<file path="config.mk">
export PLATFORM = sky130hd
export DESIGN_NAME = priv_block
export DESIGN_NICKNAME = d
export VERILOG_FILES = /design/src/priv_pkg.sv /design/src/priv_internal_if.sv /design/src/priv_block.sv /design/src/priv_csr_rfile.sv /design/src/priv_trap_ctrl.sv
export SDC_FILE = /design/constraint.sdc
export NUM_CORES = 1
export LEC_CHECK = 0
export BUFFER_PORTS_ARGS = -buffer_cell sky130_fd_sc_hd__buf_2
export CAP_MARGIN = 20
export CORE_MARGIN = 3
export CORE_UTILIZATION = 45
export CTS_CLUSTER_DIAMETER = 80
export DETAILED_ROUTE_END_ITERATION = 10
export PLACE_DENSITY = 0.71
export SYNTH_ARGS = -nofsm -noshare
export SYNTH_HDL_FRONTEND = slang
export SYNTH_HIERARCHICAL = 1
export SYNTH_SLANG_ARGS = --single-unit
</file>
<file path="constraint.sdc">
create_clock -name CLK -period 10.17 [get_ports CLK]
set_input_delay 1.5255 -clock CLK [delete_from_list [all_inputs] [get_ports CLK]]
set_output_delay 1.5255 -clock CLK [all_outputs]
set_load 0.01 [all_outputs]
</file>
<file path="src/priv_pkg.sv">
// Machine-mode privilege definitions for a small RV32I core
// CSR addresses and operations, trap causes, register layouts
// and the reset constants shared by the privilege unit
`default_nettype none

package priv_pkg;

  typedef logic [31:0] word_t;

  typedef enum logic [1:0] {
    CSR_NONE = 2'd0,
    CSR_RW   = 2'd1,
    CSR_RS   = 2'd2,
    CSR_RC   = 2'd3
  } csr_op_t;

  // Implemented machine CSR addresses
  typedef enum logic [11:0] {
    MSTATUS   = 12'h300,
    MISA      = 12'h301,
    MIE       = 12'h304,
    MTVEC     = 12'h305,
    MSCRATCH  = 12'h340,
    MEPC      = 12'h341,
    MCAUSE    = 12'h342,
    MTVAL     = 12'h343,
    MIP       = 12'h344,
    MCYCLE    = 12'hB00,
    MINSTRET  = 12'hB02,
    MCYCLEH   = 12'hB80,
    MINSTRETH = 12'hB82,
    MVENDORID = 12'hF11,
    MARCHID   = 12'hF12,
    MIMPID    = 12'hF13,
    MHARTID   = 12'hF14
  } csr_addr_t;

  // Interrupt causes carry bit 31, so each value is a complete mcause word
  typedef enum logic [31:0] {
    ILLEGAL_INSN = 32'h0000_0002,
    BREAKPOINT   = 32'h0000_0003,
    ECALL_M      = 32'h0000_000B,
    SOFT_INT_M   = 32'h8000_0003,
    TIMER_INT_M  = 32'h8000_0007,
    EXT_INT_M    = 32'h8000_000B
  } cause_code_t;

  typedef struct packed {
    logic [18:0] reserved_3;
    logic [1:0]  mpp;
    logic [2:0]  reserved_2;
    logic        mpie;
    logic [2:0]  reserved_1;
    logic        mie;
    logic [2:0]  reserved_0;
  } mstatus_t;

  typedef struct packed {
    logic [19:0] reserved_3;
    logic        meie;
    logic [2:0]  reserved_2;
    logic        mtie;
    logic [2:0]  reserved_1;
    logic        msie;
    logic [2:0]  reserved_0;
  } mie_t;

  typedef struct packed {
    logic [19:0] reserved_3;
    logic        meip;
    logic [2:0]  reserved_2;
    logic        mtip;
    logic [2:0]  reserved_1;
    logic        msip;
    logic [2:0]  reserved_0;
  } mip_t;

  typedef struct packed {
    logic [29:0] base;
    logic [1:0]  mode;
  } mtvec_t;

  typedef struct packed {
    logic        interrupt;
    logic [30:0] code;
  } mcause_t;

  // RV32 with the I extension only
  localparam word_t MISA_VALUE    = 32'h4000_0100;
  localparam word_t MSTATUS_RESET = 32'h0000_1800;
  // Machine software, timer and external bits of mie and mip
  localparam word_t IRQ_MASK      = 32'h0000_0888;
  localparam logic [1:0] MPP_MACHINE    = 2'b11;
  localparam logic [1:0] MTVEC_VECTORED = 2'b01;

endpackage

`default_nettype wire

</file>
<file path="src/priv_internal_if.sv">
// Link between the machine CSR file and the trap controller
// Carries pipeline CSR requests, hardware update strobes
// and the live register values seen by the trap logic
`timescale 1ns/10ps
`default_nettype none

interface priv_internal_if import priv_pkg::*; ();

  // Pipeline CSR request and response
  csr_op_t   csr_op;
  csr_addr_t csr_addr;
  word_t     wdata;
  word_t     rdata;
  logic      invalid_csr;

  // Hardware updates from the trap controller
  mstatus_t  mstatus_next;
  word_t     mepc_next;
  mcause_t   mcause_next;
  word_t     mtval_next;
  mip_t      mip_next;
  logic      mstatus_rup;
  logic      mepc_rup;
  logic      mcause_rup;
  logic      mtval_rup;
  logic      mip_rup;

  // Current register values
  mstatus_t  mstatus;
  mie_t      mie;
  mip_t      mip;
  mtvec_t    mtvec;
  word_t     mepc;

  modport csr (
    input  csr_op, csr_addr, wdata,
    input  mstatus_next, mepc_next, mcause_next, mtval_next, mip_next,
    input  mstatus_rup, mepc_rup, mcause_rup, mtval_rup, mip_rup,
    output rdata, invalid_csr,
    output mstatus, mie, mip, mtvec, mepc
  );

  modport trap (
    output mstatus_next, mepc_next, mcause_next, mtval_next, mip_next,
    output mstatus_rup, mepc_rup, mcause_rup, mtval_rup, mip_rup,
    input  mstatus, mie, mip, mtvec, mepc
  );

endinterface

`default_nettype wire

</file>
<file path="src/priv_block.sv">
// Machine-mode privilege unit top level
// Joins the CSR file and the trap controller and exposes
// the pipeline CSR port, trap inputs and the fetch redirect
`timescale 1ns/10ps
`default_nettype none

module priv_block import priv_pkg::*; (
  input  logic      CLK,
  input  logic      nRST,
  input  csr_op_t   csr_op,
  input  csr_addr_t csr_addr,
  input  word_t     wdata,
  input  logic      instr_retired,
  input  logic      ex_illegal,
  input  logic      ex_ecall,
  input  logic      ex_break,
  input  word_t     epc,
  input  word_t     tval,
  input  logic      mret,
  input  logic      ext_int,
  input  logic      timer_int,
  input  logic      soft_int,
  output word_t     rdata,
  output logic      invalid_csr,
  output logic      insert_pc,
  output word_t     priv_pc
);

  priv_internal_if prv_if ();

  // Pipeline CSR request goes straight to the register file
  assign prv_if.csr_op   = csr_op;
  assign prv_if.csr_addr = csr_addr;
  assign prv_if.wdata    = wdata;
  assign rdata           = prv_if.rdata;
  assign invalid_csr     = prv_if.invalid_csr;

  priv_csr_rfile priv_csr_rfile_i (
    .CLK           (CLK),
    .nRST          (nRST),
    .instr_retired (instr_retired),
    .prv_if        (prv_if.csr)
  );

  priv_trap_ctrl priv_trap_ctrl_i (
    .CLK        (CLK),
    .nRST       (nRST),
    .ex_illegal (ex_illegal),
    .ex_ecall   (ex_ecall),
    .ex_break   (ex_break),
    .mret       (mret),
    .ext_int    (ext_int),
    .timer_int  (timer_int),
    .soft_int   (soft_int),
    .epc        (epc),
    .tval       (tval),
    .insert_pc  (insert_pc),
    .priv_pc    (priv_pc),
    .prv_if     (prv_if.trap)
  );

endmodule

`default_nettype wire

</file>
<file path="src/priv_csr_rfile.sv">
// Machine-mode CSR register file
// Serves pipeline reads and swap/set/clear writes by address,
// merges trap controller updates and runs the cycle and retire counters
`timescale 1ns/10ps
`default_nettype none

module priv_csr_rfile import priv_pkg::*; (
  input logic          CLK,
  input logic          nRST,
  input logic          instr_retired,
  priv_internal_if.csr prv_if
);

  // Only the two enable bits of mstatus hold state
  logic     mstatus_mie, mstatus_mie_d;
  logic     mstatus_mpie, mstatus_mpie_d;
  mstatus_t mstatus_init;
  mstatus_t mstatus_view;
  mstatus_t rup_mstatus;

  mie_t        mie_q, mie_d;
  mip_t        mip_q, mip_d;
  mtvec_t      mtvec_q, mtvec_d;
  word_t       mscratch_q, mscratch_d;
  word_t       mepc_q, mepc_d;
  mcause_t     mcause_q, mcause_d;
  word_t       mtval_q, mtval_d;
  logic [63:0] mcycle;
  logic [63:0] minstret;

  logic  valid_addr;
  logic  wr_en;
  word_t rup_data;

  assign mstatus_init = mstatus_t'(MSTATUS_RESET);

  always_ff @(posedge CLK, negedge nRST) begin
    if (!nRST) begin
      mstatus_mie  <= mstatus_init.mie;
      mstatus_mpie <= mstatus_init.mpie;
      mie_q        <= '0;
      mip_q        <= '0;
      mtvec_q      <= '0;
      mscratch_q   <= '0;
      mepc_q       <= '0;
      mcause_q     <= '0;
      mtval_q      <= '0;
      mcycle       <= '0;
      minstret     <= '0;
    end else begin
      mstatus_mie  <= mstatus_mie_d;
      mstatus_mpie <= mstatus_mpie_d;
      mie_q        <= mie_d;
      mip_q        <= mip_d;
      mtvec_q      <= mtvec_d;
      mscratch_q   <= mscratch_d;
      mepc_q       <= mepc_d;
      mcause_q     <= mcause_d;
      mtval_q      <= mtval_d;
      mcycle       <= mcycle + 64'd1;
      minstret     <= minstret + {63'd0, instr_retired};
    end
  end

  // mpp always reads as machine level
  always_comb begin
    mstatus_view      = '0;
    mstatus_view.mpp  = MPP_MACHINE;
    mstatus_view.mpie = mstatus_mpie;
    mstatus_view.mie  = mstatus_mie;
  end

  // Read-modify-write value against the current register contents
  assign wr_en = (prv_if.csr_op != CSR_NONE) && valid_addr;

  always_comb begin
    case (prv_if.csr_op)
      CSR_RW:  rup_data = prv_if.wdata;
      CSR_RS:  rup_data = prv_if.rdata | prv_if.wdata;
      CSR_RC:  rup_data = prv_if.rdata & ~prv_if.wdata;
      default: rup_data = prv_if.rdata;
    endcase
  end

  assign rup_mstatus = mstatus_t'(rup_data);

  // Pipeline writes win over a hardware update in the same cycle
  always_comb begin
    mstatus_mie_d  = mstatus_mie;
    mstatus_mpie_d = mstatus_mpie;
    if (wr_en && prv_if.csr_addr == MSTATUS) begin
      mstatus_mie_d  = rup_mstatus.mie;
      mstatus_mpie_d = rup_mstatus.mpie;
    end else if (prv_if.mstatus_rup) begin
      mstatus_mie_d  = prv_if.mstatus_next.mie;
      mstatus_mpie_d = prv_if.mstatus_next.mpie;
    end
  end

  always_comb begin
    mepc_d = mepc_q;
    if (wr_en && prv_if.csr_addr == MEPC) begin
      mepc_d = rup_data;
    end else if (prv_if.mepc_rup) begin
      mepc_d = prv_if.mepc_next;
    end
  end

  always_comb begin
    mtval_d = mtval_q;
    if (wr_en && prv_if.csr_addr == MTVAL) begin
      mtval_d = rup_data;
    end else if (prv_if.mtval_rup) begin
      mtval_d = prv_if.mtval_next;
    end
  end

  // Written by software only
  assign mie_d = (wr_en && prv_if.csr_addr == MIE) ?
                 mie_t'(rup_data & IRQ_MASK) : mie_q;
  assign mtvec_d = (wr_en && prv_if.csr_addr == MTVEC) ? mtvec_t'(rup_data) : mtvec_q;
  assign mscratch_d = (wr_en && prv_if.csr_addr == MSCRATCH) ? rup_data : mscratch_q;

  // Written by hardware only
  assign mcause_d = prv_if.mcause_rup ? prv_if.mcause_next : mcause_q;
  assign mip_d    = prv_if.mip_rup ? mip_t'(prv_if.mip_next & IRQ_MASK) : mip_q;

  always_comb begin
    valid_addr   = 1'b1;
    prv_if.rdata = '0;
    case (prv_if.csr_addr)
      MVENDORID, MARCHID, MIMPID, MHARTID: prv_if.rdata = '0;
      MISA:      prv_if.rdata = MISA_VALUE;
      MSTATUS:   prv_if.rdata = mstatus_view;
      MIE:       prv_if.rdata = mie_q;
      MTVEC:     prv_if.rdata = mtvec_q;
      MSCRATCH:  prv_if.rdata = mscratch_q;
      MEPC:      prv_if.rdata = mepc_q;
      MCAUSE:    prv_if.rdata = mcause_q;
      MTVAL:     prv_if.rdata = mtval_q;
      MIP:       prv_if.rdata = mip_q;
      MCYCLE:    prv_if.rdata = mcycle[31:0];
      MCYCLEH:   prv_if.rdata = mcycle[63:32];
      MINSTRET:  prv_if.rdata = minstret[31:0];
      MINSTRETH: prv_if.rdata = minstret[63:32];
      default:   valid_addr = 1'b0;
    endcase
  end

  assign prv_if.invalid_csr = (prv_if.csr_op != CSR_NONE) && !valid_addr;

  assign prv_if.mstatus = mstatus_view;
  assign prv_if.mie     = mie_q;
  assign prv_if.mip     = mip_q;
  assign prv_if.mtvec   = mtvec_q;
  assign prv_if.mepc    = mepc_q;

endmodule

`default_nettype wire

</file>
<file path="src/priv_trap_ctrl.sv">
// Machine-mode trap controller
// Samples the interrupt pins into mip, picks the highest priority trap,
// drives trap entry and mret state updates and the redirect PC
`timescale 1ns/10ps
`default_nettype none

module priv_trap_ctrl import priv_pkg::*; (
  input  logic          CLK,
  input  logic          nRST,
  input  logic          ex_illegal,
  input  logic          ex_ecall,
  input  logic          ex_break,
  input  logic          mret,
  input  logic          ext_int,
  input  logic          timer_int,
  input  logic          soft_int,
  input  word_t         epc,
  input  word_t         tval,
  output logic          insert_pc,
  output word_t         priv_pc,
  priv_internal_if.trap prv_if
);

  mip_t        irq_sample;
  mip_t        pending;
  logic        int_req, exc_req, trap;
  cause_code_t int_cause, exc_cause, cause;
  mcause_t     trap_cause;
  mstatus_t    status_d;
  word_t       trap_base;

  // Pin levels load mip at every edge, so mip trails the pins by one cycle
  always_comb begin
    irq_sample      = '0;
    irq_sample.meip = ext_int;
    irq_sample.mtip = timer_int;
    irq_sample.msip = soft_int;
  end

  assign prv_if.mip_next = irq_sample;
  assign prv_if.mip_rup  = 1'b1;

  assign pending = mip_t'(prv_if.mip & prv_if.mie);

  // External, then software, then timer
  always_comb begin
    int_req   = 1'b0;
    int_cause = SOFT_INT_M;
    if (prv_if.mstatus.mie) begin
      if (pending.meip) begin
        int_req   = 1'b1;
        int_cause = EXT_INT_M;
      end else if (pending.msip) begin
        int_req   = 1'b1;
        int_cause = SOFT_INT_M;
      end else if (pending.mtip) begin
        int_req   = 1'b1;
        int_cause = TIMER_INT_M;
      end
    end
  end

  assign exc_req = ex_break | ex_ecall | ex_illegal;

  always_comb begin
    if (ex_break) begin
      exc_cause = BREAKPOINT;
    end else if (ex_ecall) begin
      exc_cause = ECALL_M;
    end else begin
      exc_cause = ILLEGAL_INSN;
    end
  end

  // Interrupts win over exceptions
  assign trap       = int_req | exc_req;
  assign cause      = int_req ? int_cause : exc_cause;
  assign trap_cause = mcause_t'(cause);

  assign prv_if.mepc_rup    = trap;
  assign prv_if.mepc_next   = epc;
  assign prv_if.mcause_rup  = trap;
  assign prv_if.mcause_next = trap_cause;
  assign prv_if.mtval_rup   = trap;
  assign prv_if.mtval_next  = (cause == ILLEGAL_INSN) ? tval : '0;

  // Interrupt enable stack, trap entry takes priority over mret
  always_comb begin
    status_d = prv_if.mstatus;
    if (trap) begin
      status_d.mpie = prv_if.mstatus.mie;
      status_d.mie  = 1'b0;
    end else if (mret) begin
      status_d.mie  = prv_if.mstatus.mpie;
      status_d.mpie = 1'b1;
    end
  end

  assign prv_if.mstatus_next = status_d;
  assign prv_if.mstatus_rup  = trap | mret;

  assign trap_base = {prv_if.mtvec.base, 2'b00};

  always_comb begin
    if (trap) begin
      priv_pc = trap_base;
      if (int_req && prv_if.mtvec.mode == MTVEC_VECTORED) begin
        priv_pc = trap_base + {trap_cause.code[29:0], 2'b00};
      end
    end else begin
      priv_pc = prv_if.mepc;
    end
  end

  assign insert_pc = trap | mret;

endmodule

`default_nettype wire

</file>
### Word level (Yosys, flattened, before mapping)

Cells that the tools add are included.
W data, S select, Z words.

| cells by class | value |
|---|---|
| reductions and logical operators | 17 |
| multiplexer cells | 29 |
| add/sub/neg operators | 3 |
| bitwise gates (word level) | 8 |
| equality and inequality tests | 22 |

Operators with widths:

| kind | number |
|---|---|
| $pmux W32 S13 | 1 |
| $mux W32 | 12 |
| $eq A12 B10 Y1 const B | 9 |
| $eq A12 B12 Y1 const B | 8 |
| $pmux W32 S3 | 1 |
| $add A64 B1 Y64 | 1 |
| $add A64 B1 Y64 const B | 1 |
| $add A32 B32 Y32 | 1 |
| $and A32 B32 Y32 | 1 |
| $eq A32 B2 Y1 const B | 1 |
| $not A32 Y32 | 1 |
| $or A32 B32 Y32 | 1 |
| $reduce_or A17 Y1 | 1 |
| $mux W1 | 13 |
| $and A12 B12 Y12 | 1 |
| $logic_and A1 B1 Y1 | 9 |
| $reduce_bool A2 Y1 | 4 |
| $eq A2 B1 Y1 const B | 2 |
| $eq A2 B2 Y1 const B | 2 |
| $mux W4 | 1 |
| $or A1 B1 Y1 | 4 |
| $mux W3 | 1 |
| $reduce_bool A3 Y1 | 1 |
| $reduce_and A2 Y1 | 1 |
| $logic_not A1 Y1 | 1 |

| word-level totals | value |
|---|---|
| input port bits | 120 |
| bits in registers | 296 |

### Depth between registers and ports, before layout

| depth | value |
|---|---|
| depth after elaboration | 10 |
| mapped depth | 15 |

### Cells and area by module

Netlist, hierarchy kept.

By module, submodules not included:

| module | cells each | area an instance (µm²) | sequential area each (µm²) | times used |
|---|---|---|---|---|
| priv_csr_rfile | 1601 | 16941.2 | 7407.1 | 1 |
| priv_trap_ctrl | 389 | 2532.4 | 0.0 | 1 |

### Worst setup path after synthesis

Ideal clock, no wire load.

| timing | value |
|---|---|
| path kind | input-to-output |
| start point | in ex_break |
| end point | out priv_pc[24] |
| required time | 8.645 ns |
| path slack | 4.763 ns |
| stages | 11 |
| path buffers | 1 |
| data arrival time | 3.882 ns |
| path through | nor3_1 > clkbuf_1 > inv_1 > ha_1 > inv_1 > ha_1 > nor2b_1 > or4b_4 > a2111o_1 > or4_1 > nand3_1 |

RTL lines:

| element | RTL line | source |
|---|---|---|
| start, declared | priv_block.sv:16 | `input logic ex_break,` |
| end, declared | priv_block.sv:26 | `output word_t priv_pc` |

### Worst setup path in the final report

| timing | value |
|---|---|
| start point | in csr_addr[7] |
| end point | out rdata[13] |

| on the way | value |
|---|---|
| longest elaborated chain between the ends | 2 |

RTL lines:

| element | RTL line | source |
|---|---|---|
| start, declared | priv_block.sv:11 | `input csr_addr_t csr_addr,` |
| $eq A12 B12 Y1 / $eq A12 B10 Y1 (equally long branches) | priv_csr_rfile.sv:131 | `case (prv_if.csr_addr)` |
| $pmux W32 S13 * | priv_csr_rfile.sv:131 |  |
| end, declared | priv_block.sv:23 | `output word_t rdata,` |

Mark *: on every way between the ends. The rest lies on a longest branch, timed or not.

==> out/qor.yml <==
clock-sinks: 296
initial_core_util: 0.4590
die_w_um: 208.0
htreeDepth: 1
rows: 73
whs_path_depth: 1
clk_pin_slew_ps: 60
reg2reg_to: "priv_csr_rfile_i/prv_if.mepc[11]"
dp_hpwl_mm: 46.40
grt_antenna_before_repair: 4
min_period_ps: 6007
cp.required_ps: 8640
worstSetupEndpointType: "primary output"
track_usage: 0.2810
vias: 15420
vdd_drop_max_uv: 100.1
slew_headroom: 0.2754
tightest_slew_ps: 1078
finalPower_mw: 2.739
crit_fanout: 51
worst-setup-path-type: "primary input to primary output"
min-delay-start: "priv_csr_rfile_i/minstret[63]"
drtPass1Iterations: 6
drive_gt1_frac: 0.2173
dp.cells: 2417
die_h_um: 208.0
hold_end: "priv_csr_rfile_i/minstret[63]"
postCtsHoldBufs: 0
outcome: "finished, final reports clean"
hold_viol_final: 0
synth_area_um2: 18360
cts_buffer_depth: 3
nFillCells: 3685
critPathArrivalTime_ps: 4480
setup_viol: 0
cts_setup_buffers: 0
gr-total-overflow: 0
max_freq_mhz: 166.5
fin_ws_ps: 4163
area_growth_pct: 10.20
nets: 2051
slew_viol_final: 0
final_antenna_net_count: 0
grt_pass1_wl_mm: 94.67
finalCritPeriodShare: 0.5906
synth_warnings: 6
min_path_type: "register to register"
dp_worst_setup_slack_ps: 4265
startpoint_type: "primary input"
place.gp.congestion: 0.9865
syn_area_per_cell_um2: 9.974
routedWlPerCell_um: 25.29
r2r_setup_slack_ps: 6730
reg2reg_depth: 9
cts_resized: 0
max_cap_viol_count: 0
stdcell_count: 2475
rsz0062_at_grt: "no"
r2r_start: "priv_csr_rfile_i/prv_if.mie[11]"
io_buffers: 185
io_pins: 186
grt_max_degree: 79
powerDensity_nw_per_um2: 135.3
drc: 0
cts_buffers: 31
grt_pass1_vias: 14910
clk_latency_ps: 580
synth_cells: 1841
cts_root_buffer: "clkbuf_16"
p_leak_nw: 9.359
core_area_um2: 40010
dieArea_um2: 43270
routed_wl_mm: 62.59
drt-initial-drc-count: 1832
cts_tree: "done"
vias_per_cell: 6.230
fin_skew_ps: 20.11
tns_ps: 0
-- per-layer routing --
layer / vias to the layer above / track usage / share of wire
li1: 6731 / - / -
met1: 7699 / 0.4009 / 0.41
met2: 828 / 0.4158 / 0.44
met3: 158 / 0.04418 / 0.092
met4: 4 / 0.1411 / 0.059
met5: - / 0 / 0.00034
-- worst max-delay path, cell delays in order --
cell	delay, ps
buf_4	290
nor4bb_1	910
and3_2	340
buf_4	570
a22oi_2	180
o211ai_1	250
or2_2	200
buf_2	130
-- per-stage QoR --
stage          utilization  instance area (µm²)  hold slack [ps]
6_report            0.5058                20240            478.3
2_1_floorplan            -                18460            445.2
3_3_place_gp        0.4795                19180            463.5
4_1_cts             0.5056                20230            479.1
5_1_grt             0.5058                20240            504.5
3_5_place_dp        0.4795                19180            466.9
-- cell type report --
type,instances,area (µm²),share of cell area
multi-input combinational,1353,9873,0.4879
timing repair buffer,207,1104,0.05454
clock buffer,41,853.3,0.04217
clock inverter,14,193.9,0.009584
antenna,3,7.507,0.0003710
tap,525,656.9,0.03246
inverter,36,140.1,0.006925
sequential,296,7407,0.3660
-- flip-flops by register name (all words and copies together), names as in the netlist, 32 cells and up --
signal,count
priv_csr_rfile_i/mscratch_q,32
priv_csr_rfile_i/mtval_q,32
priv_csr_rfile_i/prv_if.mtvec,32
priv_csr_rfile_i/prv_if.mepc,32
priv_csr_rfile_i/mcycle,64
priv_csr_rfile_i/mcause_q,32
priv_csr_rfile_i/minstret,64
-- cells in the final DEF (no fill, tap or decap), types with 34 or more instances in the layout --
cell type and instances:
inv_1 34, xor2_1 45, nand2_1 162, nand3_1 66, a21oi_1 73, mux2i_1 124
a22oi_1 85, dfrtp_1 296, buf_2 183, xnor2_1 128, nor2_1 123, mux2_2 49
and2_1 50, nand4_1 51
-- worst max-delay path by stage --
stage,from,depth (start not counted),endpoint,slack (ps)
after global placement,csr_addr[7],8,rdata[13],4340
after CTS,priv_csr_rfile_i/prv_if.mip[7],10,priv_pc[27],4210
after floorplan,ex_break,11,priv_pc[24],4760
final,csr_addr[7],8,rdata[13],4160
after detailed placement,csr_addr[7],8,rdata[13],4270
after global routing,priv_csr_rfile_i/prv_if.mip[7],10,priv_pc[27],3940
-- where the power goes --
part	total (mW)	switching, mW	internal [mW]
Combinational	0.294	0.180	0.114
Clock	1.18	0.485	0.691
Sequential	1.27	0.0497	1.22
Total	2.74	0.715	2.02
Note: power is estimated with default switching activity, not from simulation.
